[src/design/sha_acc_pkg.sv]
package sha_acc_pkg;

  // ------------------------------
  // Sizes
  // ------------------------------

  // Host data word width in bits
  localparam int word_w = 32;

  // SHA-512 message block width in bits
  localparam int block_w = 1024;

  // Host words that make up one block
  localparam int words_per_block = block_w / word_w;

  // Bytes in one block
  localparam int bytes_per_block = block_w / 8;

  // The 128-bit message length sits in the last 16 bytes of the final block
  localparam int len_field_bytes = 16;

  // With this many data bytes or more in the last block the length no longer fits
  localparam int pad_limit = bytes_per_block - len_field_bytes;

  // ------------------------------
  // Types
  // ------------------------------

  typedef logic [word_w-1:0] word_t;

  // Message length in bytes as given by the host
  typedef logic [31:0] dlen_t;

  // Byte 0 is the most significant byte, matching SHA-2 big-endian order
  typedef logic [0:bytes_per_block-1][7:0] block_t;

  // One bit wider than the word index, the top bit flags a full block
  typedef logic [$clog2(words_per_block):0] word_ptr_t;

  // Byte position inside one block
  typedef logic [$clog2(bytes_per_block)-1:0] byte_off_t;

  // Padding action applied to the block register
  typedef enum logic [1:0] {
    pad_none     = 2'b00,
    pad_data     = 2'b01,
    pad_len_only = 2'b10
  } pad_sel_e;

  // Block and padding sequencer states
  typedef enum logic [2:0] {
    sha_idle    = 3'b000,
    sha_block_0 = 3'b001,
    sha_block_n = 3'b011,
    sha_pad0    = 3'b010,
    sha_pad1    = 3'b110,
    sha_done    = 3'b100
  } sha_fsm_e;

  // Host request, execute and abort are levels, valid is the write strobe
  typedef struct packed {
    logic  valid;
    word_t wdata;
    dlen_t dlen;
    logic  execute;
    logic  abort;
  } host_req_t;

  // Command toward the hash core, block is valid with the init or next pulse
  typedef struct packed {
    logic   init;
    logic   next;
    block_t block;
  } core_cmd_t;

endpackage

[src/design/sha_acc_ctrl.sv]
module sha_acc_ctrl (
  input  logic                   clk,
  input  logic                   rst_b,
  input  sha_acc_pkg::host_req_t req,
  input  logic                   accept,
  input  logic                   block_full,
  input  logic                   core_ready,
  input  logic                   digest_valid,
  input  logic                   cmd_inflight,
  output logic                   issue_clear,
  output sha_acc_pkg::pad_sel_e  pad_sel,
  output logic                   issue_init,
  output logic                   issue_next,
  output logic                   finish,
  output sha_acc_pkg::sha_fsm_e  state
);

  sha_acc_pkg::sha_fsm_e  state_d;
  sha_acc_pkg::byte_off_t last_off;

  logic extra_pad;
  logic ready_q;
  logic digest_q;

  logic arc_idle;
  logic arc_idle_block_0;
  logic arc_block_0_block_n;
  logic arc_block_0_pad0;
  logic arc_block_n_block_n;
  logic arc_block_n_pad0;
  logic arc_pad0_pad1;
  logic arc_pad0_done;
  logic arc_pad1_done;

  // ------------------------------
  // Core status
  // ------------------------------

  // The core status lags a command by a cycle, so a pulse in flight masks both
  always_comb ready_q  = core_ready & ~cmd_inflight;
  always_comb digest_q = digest_valid & ~cmd_inflight;

  // When 112 or more data bytes share the last block the length needs its own block
  always_comb last_off  = req.dlen[$bits(sha_acc_pkg::byte_off_t)-1:0];
  always_comb extra_pad = (last_off >= sha_acc_pkg::byte_off_t'(sha_acc_pkg::pad_limit));

  // ------------------------------
  // Arcs
  // ------------------------------

  // Abort wins over every other arc in every state
  always_comb arc_idle = req.abort;

  // A message starts with its first word, or with execute alone for an empty one
  always_comb arc_idle_block_0 = (state == sha_acc_pkg::sha_idle) & ~arc_idle &
                                 (accept | req.execute);

  // A full block goes out as soon as the core can take it
  always_comb arc_block_0_block_n = (state == sha_acc_pkg::sha_block_0) & ~arc_idle &
                                    block_full & ready_q;
  always_comb arc_block_n_block_n = (state == sha_acc_pkg::sha_block_n) & ~arc_idle &
                                    block_full & ready_q;

  // A message that ends on a block edge sends its last full block first
  // The pad arc also waits while a word is still being written
  always_comb arc_block_0_pad0 = (state == sha_acc_pkg::sha_block_0) & ~arc_idle &
                                 ~arc_block_0_block_n & ~block_full & ~accept &
                                 req.execute & ready_q;
  always_comb arc_block_n_pad0 = (state == sha_acc_pkg::sha_block_n) & ~arc_idle &
                                 ~arc_block_n_block_n & ~block_full & ~accept &
                                 req.execute & ready_q;

  // Length block follows when the marker filled the previous one
  always_comb arc_pad0_pad1 = (state == sha_acc_pkg::sha_pad0) & ~arc_idle &
                              extra_pad & ready_q;

  // Finished once the core reports the digest of the last padded block
  always_comb arc_pad0_done = (state == sha_acc_pkg::sha_pad0) & ~arc_idle &
                              ~extra_pad & digest_q;
  always_comb arc_pad1_done = (state == sha_acc_pkg::sha_pad1) & ~arc_idle & digest_q;

  // ------------------------------
  // Outputs toward intake and issue
  // ------------------------------

  always_comb issue_init  = arc_block_0_block_n | arc_block_0_pad0;
  always_comb issue_next  = arc_block_n_block_n | arc_block_n_pad0 | arc_pad0_pad1;
  always_comb issue_clear = arc_block_0_block_n | arc_block_n_block_n;
  always_comb finish      = arc_pad0_done | arc_pad1_done;

  always_comb begin : pad_select
    if (arc_block_0_pad0 || arc_block_n_pad0) begin
      pad_sel = sha_acc_pkg::pad_data;
    end else if (arc_pad0_pad1) begin
      pad_sel = sha_acc_pkg::pad_len_only;
    end else begin
      pad_sel = sha_acc_pkg::pad_none;
    end
  end

  // ------------------------------
  // State machine
  // ------------------------------

  always_comb begin : next_state
    state_d = state;
    unique case (state)
      sha_acc_pkg::sha_idle: begin
        if (arc_idle_block_0) state_d = sha_acc_pkg::sha_block_0;
      end
      sha_acc_pkg::sha_block_0: begin
        if (arc_idle) state_d = sha_acc_pkg::sha_idle;
        else if (arc_block_0_block_n) state_d = sha_acc_pkg::sha_block_n;
        else if (arc_block_0_pad0) state_d = sha_acc_pkg::sha_pad0;
      end
      sha_acc_pkg::sha_block_n: begin
        if (arc_idle) state_d = sha_acc_pkg::sha_idle;
        else if (arc_block_n_pad0) state_d = sha_acc_pkg::sha_pad0;
      end
      sha_acc_pkg::sha_pad0: begin
        if (arc_idle) state_d = sha_acc_pkg::sha_idle;
        else if (arc_pad0_pad1) state_d = sha_acc_pkg::sha_pad1;
        else if (arc_pad0_done) state_d = sha_acc_pkg::sha_done;
      end
      sha_acc_pkg::sha_pad1: begin
        if (arc_idle) state_d = sha_acc_pkg::sha_idle;
        else if (arc_pad1_done) state_d = sha_acc_pkg::sha_done;
      end
      sha_acc_pkg::sha_done: begin
        if (arc_idle) state_d = sha_acc_pkg::sha_idle;
      end
      default: state_d = sha_acc_pkg::sha_idle;
    endcase
  end

  always_ff @(posedge clk or negedge rst_b) begin
    if (!rst_b) begin
      state <= sha_acc_pkg::sha_idle;
    end else begin
      state <= state_d;
    end
  end

  // One command at a time, the pulse in flight holds off the next issue
  a_no_back_to_back_issue : assert property (
    @(posedge clk) disable iff (!rst_b)
    (issue_init || issue_next) |=> !(issue_init || issue_next)
  );

endmodule

[src/design/sha_acc_top.sv]
module sha_acc_top (
  input  logic                   clk,
  input  logic                   rst_b,
  input  sha_acc_pkg::host_req_t req,
  output logic                   req_hold,
  input  logic                   core_ready,
  input  logic                   digest_valid,
  output sha_acc_pkg::core_cmd_t cmd,
  output logic                   done
);

  sha_acc_pkg::block_t   cur_block;
  sha_acc_pkg::block_t   padded_block;
  sha_acc_pkg::dlen_t    bytes_written;
  sha_acc_pkg::pad_sel_e pad_sel;
  sha_acc_pkg::sha_fsm_e state;

  logic accept;
  logic block_full;
  logic issue_clear;
  logic issue_init;
  logic issue_next;
  logic finish;
  logic cmd_inflight;

  // Writes are stalled while a full block waits for the core
  assign req_hold = req.valid & block_full;

  sha_word_intake u_word_intake (
    .clk          (clk),
    .rst_b        (rst_b),
    .req          (req),
    .issue_clear  (issue_clear),
    .abort        (req.abort),
    .padded_block (padded_block),
    .accept       (accept),
    .block_full   (block_full),
    .bytes_written(bytes_written),
    .block        (cur_block)
  );

  sha_block_pad u_block_pad (
    .block        (cur_block),
    .dlen         (req.dlen),
    .pad_sel      (pad_sel),
    .padded_block (padded_block)
  );

  sha_acc_ctrl u_acc_ctrl (
    .clk          (clk),
    .rst_b        (rst_b),
    .req          (req),
    .accept       (accept),
    .block_full   (block_full),
    .core_ready   (core_ready),
    .digest_valid (digest_valid),
    .cmd_inflight (cmd_inflight),
    .issue_clear  (issue_clear),
    .pad_sel      (pad_sel),
    .issue_init   (issue_init),
    .issue_next   (issue_next),
    .finish       (finish),
    .state        (state)
  );

  sha_block_issue u_block_issue (
    .clk          (clk),
    .rst_b        (rst_b),
    .issue_init   (issue_init),
    .issue_next   (issue_next),
    .finish       (finish),
    .abort        (req.abort),
    .block        (cur_block),
    .cmd          (cmd),
    .cmd_inflight (cmd_inflight),
    .done         (done)
  );

  // Done from the issue stage tracks the done state of the controller
  // and is never reached before the intake has seen the whole message
  a_done_consistent : assert property (
    @(posedge clk) disable iff (!rst_b)
    done |-> (state == sha_acc_pkg::sha_done) && (bytes_written >= req.dlen)
  );

endmodule

[src/design/sha_block_issue.sv]
module sha_block_issue (
  input  logic                   clk,
  input  logic                   rst_b,
  input  logic                   issue_init,
  input  logic                   issue_next,
  input  logic                   finish,
  input  logic                   abort,
  input  sha_acc_pkg::block_t    block,
  output sha_acc_pkg::core_cmd_t cmd,
  output logic                   cmd_inflight,
  output logic                   done
);

  logic init_q;
  logic next_q;

  // ------------------------------
  // Command pulses and done
  // ------------------------------

  always_ff @(posedge clk or negedge rst_b) begin
    if (!rst_b) begin
      init_q <= 1'b0;
      next_q <= 1'b0;
      done   <= 1'b0;
    end else begin
      init_q <= issue_init;
      next_q <= issue_next;
      // Done holds through the idle wait of the host and drops only on abort
      if (abort) begin
        done <= 1'b0;
      end else if (finish) begin
        done <= 1'b1;
      end
    end
  end

  // The block register was updated by the same arc, so it lines up with the pulse
  always_comb begin
    cmd.init  = init_q;
    cmd.next  = next_q;
    cmd.block = block;
  end

  // Tells the controller that the core status is still stale
  always_comb cmd_inflight = init_q | next_q;

  // Completion is reported only with no block left on its way to the core
  a_done_no_cmd : assert property (
    @(posedge clk) disable iff (!rst_b)
    !(done && (cmd.init || cmd.next))
  );

endmodule

[src/design/sha_block_pad.sv]
module sha_block_pad (
  input  sha_acc_pkg::block_t   block,
  input  sha_acc_pkg::dlen_t    dlen,
  input  sha_acc_pkg::pad_sel_e pad_sel,
  output sha_acc_pkg::block_t   padded_block
);

  sha_acc_pkg::byte_off_t last_off;

  // Message length in bits, right aligned in the 128-bit length field
  logic [sha_acc_pkg::len_field_bytes*8-1:0] len_bits;

  // High when the length field still fits behind the marker byte
  logic len_fits;

  // ------------------------------
  // Length and offset
  // ------------------------------

  // Bytes of data in the last block, zero when dlen ends on a block edge
  always_comb last_off = dlen[$bits(sha_acc_pkg::byte_off_t)-1:0];

  always_comb len_fits = (last_off < sha_acc_pkg::byte_off_t'(sha_acc_pkg::pad_limit));

  // Byte count times eight, dlen is far narrower than the field
  always_comb len_bits = {{($bits(len_bits)-$bits(dlen)){1'b0}}, dlen} << 3;

  // ------------------------------
  // Padding
  // ------------------------------

  always_comb begin : pad_logic
    padded_block = block;

    unique case (pad_sel)
      sha_acc_pkg::pad_data: begin
        // Valid bytes stay, the first free byte gets the marker, the rest is cleared
        for (int b = 0; b < sha_acc_pkg::bytes_per_block; b++) begin
          if (sha_acc_pkg::byte_off_t'(b) == last_off) begin
            padded_block[b] = 8'h80;
          end else if (sha_acc_pkg::byte_off_t'(b) > last_off) begin
            padded_block[b] = 8'h00;
          end
        end
        // The length goes here only when the marker left room for it
        if (len_fits) begin
          for (int i = 0; i < sha_acc_pkg::len_field_bytes; i++) begin
            padded_block[sha_acc_pkg::pad_limit + i] =
              len_bits[(sha_acc_pkg::len_field_bytes - 1 - i) * 8 +: 8];
          end
        end
      end

      sha_acc_pkg::pad_len_only: begin
        // Extra block after a marker that left no room, zeroes then the length
        padded_block = '0;
        for (int i = 0; i < sha_acc_pkg::len_field_bytes; i++) begin
          padded_block[sha_acc_pkg::pad_limit + i] =
            len_bits[(sha_acc_pkg::len_field_bytes - 1 - i) * 8 +: 8];
        end
      end

      default: begin
        // Plain data block, passed through as it is
        padded_block = block;
      end
    endcase
  end

endmodule

[src/design/sha_word_intake.sv]
module sha_word_intake (
  input  logic                   clk,
  input  logic                   rst_b,
  input  sha_acc_pkg::host_req_t req,
  input  logic                   issue_clear,
  input  logic                   abort,
  input  sha_acc_pkg::block_t    padded_block,
  output logic                   accept,
  output logic                   block_full,
  output sha_acc_pkg::dlen_t     bytes_written,
  output sha_acc_pkg::block_t    block
);

  sha_acc_pkg::word_ptr_t word_ptr;
  sha_acc_pkg::block_t    block_d;

  // Word slot addressed by the low bits of the write pointer
  logic [$bits(sha_acc_pkg::word_ptr_t)-2:0] word_slot;

  // ------------------------------
  // Acceptance and fullness
  // ------------------------------

  // The pointer only reaches its top bit after the last slot was written
  // A block that holds more bytes than dlen is the final partial block
  // It must stay in place for padding and is never reported as full
  always_comb block_full = word_ptr[$bits(sha_acc_pkg::word_ptr_t)-1] &
                           ~(bytes_written > req.dlen);

  // A write is taken whenever the block still has room
  always_comb accept = req.valid & ~block_full;

  always_comb word_slot = word_ptr[$bits(sha_acc_pkg::word_ptr_t)-2:0];

  // ------------------------------
  // Pointer and byte count
  // ------------------------------

  always_ff @(posedge clk or negedge rst_b) begin
    if (!rst_b) begin
      word_ptr      <= '0;
      bytes_written <= '0;
    end else begin
      // Abort drops the whole message, an issued full block only resets the slot
      if (abort || issue_clear) begin
        word_ptr <= '0;
      end else if (accept) begin
        word_ptr <= word_ptr + 1'b1;
      end

      // The count runs over the whole message and not just one block
      if (abort) begin
        bytes_written <= '0;
      end else if (accept) begin
        bytes_written <= bytes_written + sha_acc_pkg::dlen_t'(sha_acc_pkg::word_w / 8);
      end
    end
  end

  // ------------------------------
  // Block register
  // ------------------------------

  // Without a write the register reloads the padder output
  // which is the block unchanged unless a padding arc is active
  always_comb begin : next_block
    block_d = padded_block;
    if (accept) begin
      // First byte of the host word lands on the lowest byte index of the slot
      for (int b = 0; b < sha_acc_pkg::word_w / 8; b++) begin
        block_d[word_slot * (sha_acc_pkg::word_w / 8) + b] =
          req.wdata[(sha_acc_pkg::word_w / 8 - 1 - b) * 8 +: 8];
      end
    end
  end

  always_ff @(posedge clk) begin
    block <= block_d;
  end

  // A full block stays frozen until it is issued or the message is aborted
  // so neither a held host word nor a padding arc can touch the pending block
  a_full_block_frozen : assert property (
    @(posedge clk) disable iff (!rst_b)
    block_full |=> $stable(block)
  );

endmodule

[config.mk]
export PLATFORM = sky130hd
export DESIGN_NAME = sha_acc_top
export DESIGN_NICKNAME = d
export VERILOG_FILES = /design/src/design/sha_acc_pkg.sv /design/src/design/sha_acc_ctrl.sv /design/src/design/sha_acc_top.sv /design/src/design/sha_block_issue.sv /design/src/design/sha_block_pad.sv /design/src/design/sha_word_intake.sv
export SDC_FILE = /design/constraint.sdc
export NUM_CORES = 2
export LEC_CHECK = 0
export BUFFER_PORTS_ARGS = -buffer_cell sky130_fd_sc_hd__buf_2
export CAP_MARGIN = 20
export CORE_AREA = 2 2 425 427
export DETAILED_ROUTE_END_ITERATION = 8
export DIE_AREA = 0 0 427 429
export PLACE_DENSITY = 0.5
export SYNTH_ARGS = -nofsm -noshare
export SYNTH_HDL_FRONTEND = slang
export SYNTH_SLANG_ARGS = --single-unit
[constraint.sdc]
create_clock -name clk -period 7.85 [get_ports clk]
set_input_delay 0.785 -clock clk [delete_from_list [all_inputs] [get_ports clk]]
set_output_delay 0.785 -clock clk [all_outputs]
set_load 0.005 [all_outputs]
==> impl_metrics.json <==
{
  "place_ws_ns": 2.307,
  "rows": 155,
  "critPathCaptureType": "output port",
  "clockBufferDepth": 3,
  "layout-drive-gt1-share_pct": 32.57,
  "maxSlewViolCount": 0,
  "synth_edf_count": 0,
  "place_area_mm2": 0.04744,
  "synth_most_common_cell": "dfxtp_1",
  "hold_class": "in2reg",
  "clk_pin_slew_ns": 0.07,
  "p_leak_nw": 23.05,
  "synth_area_leaders": "dfxtp_1, a22o_1, nand2_1",
  "nFillCells": 18770,
  "max_cap_viol_count": 0,
  "rsz0062_at_grt": "no",
  "crit_chain": "ha_1 > nand4_1 > o21bai_1 > o31ai_1 > nand4b_4 > nand3_4 > buf_4 > buf_4 > and2_1 > buf_2",
  "startpoint_type": "flop",
  "yosysWarningCount": 0,
  "tritoncts": "yes",
  "final_util_pct": 29.10,
  "finalHoldViolations": 0,
  "whs_ns": 0.2927,
  "start_util_pct": 22.09,
  "syn_nets": 3889,
  "htree_levels": 3,
  "fp.dieW_um": 427,
  "clockRootBuffer": "clkbuf_16",
  "period_share_pct": 66.90,
  "synth_ff_type": "dfxtp_1",
  "port-buffer-count": 1098,
  "place.gp.congestion": 0.9262,
  "setup_tns_ns": 0,
  "wl_per_cell_um": 34.84,
  "crit_arrival_ns": 4.47,
  "route.detailed.drc": 0,
  "numCtsBuffers": 120,
  "vdd_drop_max_v": 0.0002106,
  "vias": 38170,
  "placed_cells_incl_taps": 7004,
  "antenna_found_initial": 29,
  "coreArea_mm2": 0.1780,
  "die_area_mm2": 0.1832,
  "drt_iter0_drc": 4406,
  "fin_ws_ns": 2.598,
  "syn-cell-area_mm2": 0.03933,
  "outcome": "completed",
  "synth.avg_cell_area_um2": 10.40,
  "grt_use_total_pct": 26.23,
  "ys_types": 94,
  "tightest_slew_ns": 1.249,
  "skew_ns": 0.05189,
  "grt_max_degree": 107,
  "vias_per_cell": 5.268,
  "gr-total-overflow": 0,
  "setup_viol": 0,
  "hpwlAfterDp_um": 177200,
  "cp.required_ns": 7.07,
  "multi_input_area_mm2": 0.01640,
  "grt_pass1_vias": 35550,
  "postRouteAntennaNets": 0,
  "final_cells": 7245,
  "synthCells": 3783,
  "syn2layout_area_growth_pct": 31.71,
  "ys_seq_area_share_pct": 54.79,
  "relSlewSlack_pct": 16.11,
  "chipHeight_um": 429,
  "power_mw": 13.88,
  "postLayoutCellArea_mm2": 0.05181,
  "slowest_delay_ns": 0.76,
  "cts_setup_buffers": 0,
  "critPathSlowestCell": "o31ai_1",
  "wirelength_um": 252400,
  "first_pass_iters": 6,
  "yosysTopAreaCellShare_pct": 52.12,
  "powerDensity_mw_per_mm2": 268.0,
  "synthTopCellsByCount": "dfxtp_1, a22o_1, nand2_1",
  "io_pins": 1099,
  "async_reset_ff_share_pct": 3.940,
  "synth-seq-cells": 1066,
  "cp_max_fo": 33,
  "fin_nets": 4880,
  "grt_first_pass_wirelength_um": 330400,
  "regArea_mm2": 0.02155,
  "critPathKind": "reg2out",
  "cp_common_cell": "buf_4",
  "finalWorstPathRequiredPeriod_ns": 5.252,
  "cts.sinks": 1066,
  "synth_top_cell_by_area": "dfxtp_1",
  "clock_latency_ns": 0.80,
  "max_freq_ghz": 0.1904
}
[repair_timing]
item                                   CTS  global route
hold buffers                             0             1
endpoints found under the hold margin    0             6
resized for setup                        0             0
[sequential cells by signal, indices dropped and copies added, names as in the netlist]
name                         flops
u_block_issue.next_q             1
u_word_intake.bytes_written     30
u_word_intake.block           1024
u_block_issue.init_q             1
u_block_issue.done               1
u_word_intake.word_ptr           6
u_acc_ctrl.state                 3
[critical path, delay by kind of cell, from the launching register on]
family | cells | cell delay (ns)
fa+ha+maj | 1 | 0.31
flops | 1 | 0.44
buf+inv | 3 | 0.86
simple gates | 4 | 1.16
compound gates | 2 | 0.87
[path summary, 6_finish.rpt]
check / depth (start not counted) / slack [ns] / endpoint / start
setup / recovery: 10 / 2.60 / req_hold / u_word_intake.bytes_written[23]$_DFFE_PN0N_
min in group asynchronous: 2 / 0.49 / u_word_intake.bytes_written[14]$_DFFE_PN0N_ / rst_b
hold / removal: 2 / 0.29 / u_word_intake.block[19]$_DFF_P_ / req[18]
max in group asynchronous: 3 / 6.87 / u_word_intake.bytes_written[19]$_DFFE_PN0N_ / rst_b
setup reg to reg: 10 / 3.16 / u_word_intake.block[17]$_DFF_P_ / u_word_intake.bytes_written[29]$_DFFE_PN0N_
hold reg to reg: 2 / 0.45 / u_word_intake.block[15]$_DFF_P_ / u_word_intake.block[15]$_DFF_P_
[placed cells by master (no fill, tap or decap), drive strengths merged, types with 42 or more instances in the layout]
cell / synthesis / layout
a21oi: 179 / 179
a221o: 51 / 51
a22o: 798 / 798
buf: 117 / 1211
clkbuf: 226 / 169
dfrtp: 42 / 42
dfxtp: 1024 / 1024
inv: 38 / 46
nand2: 342 / 342
nand3: 75 / 75
nor2: 181 / 181
nor3: 104 / 104
o21ai: 162 / 162
[layer usage]
layer	wire (um)	vias to the layer above	global-route usage (%)
met5	23	-	0
met4	17700	4	16.30
met3	19700	560	5.299
met2	116100	2318	42.24
met1	98920	19090	31.91
li1	-	16200	-
[area by class of cell]
type,count,area share (%)
Sequential cell,1066,41.60
Multi-Input combinational cell,2333,31.65
Timing Repair Buffer,1212,12.41
Clock buffer,169,6.576
Tap cell,2355,5.688
Clock inverter,58,1.729
Inverter,41,0.2971
Antenna cell,11,0.05313
[power by group]
part	internal, mW	leakage, nW	switching [mW]
sequential	5.77	8.88	0.227
combinational	0.577	12.1	1.13
clock	3.61	2.09	2.57
total	9.96	23.0	3.92
[cells by family (layout without fill, tap and decap cells)]
kind of cell    Yosys count  after routing  share of synthesized area, %
compound gates         1412           1412                         28.87
flops                  1066           1066                         54.79
simple gates            853            853                         10.38
buf+inv                 384           1480                         4.094
fa+ha+maj                35             35                         1.113
xor+xnor                 30             30                        0.6680
mux                       3              3                       0.08906
other cells               0             11                             0
Power figures use the tool's default switching activity.
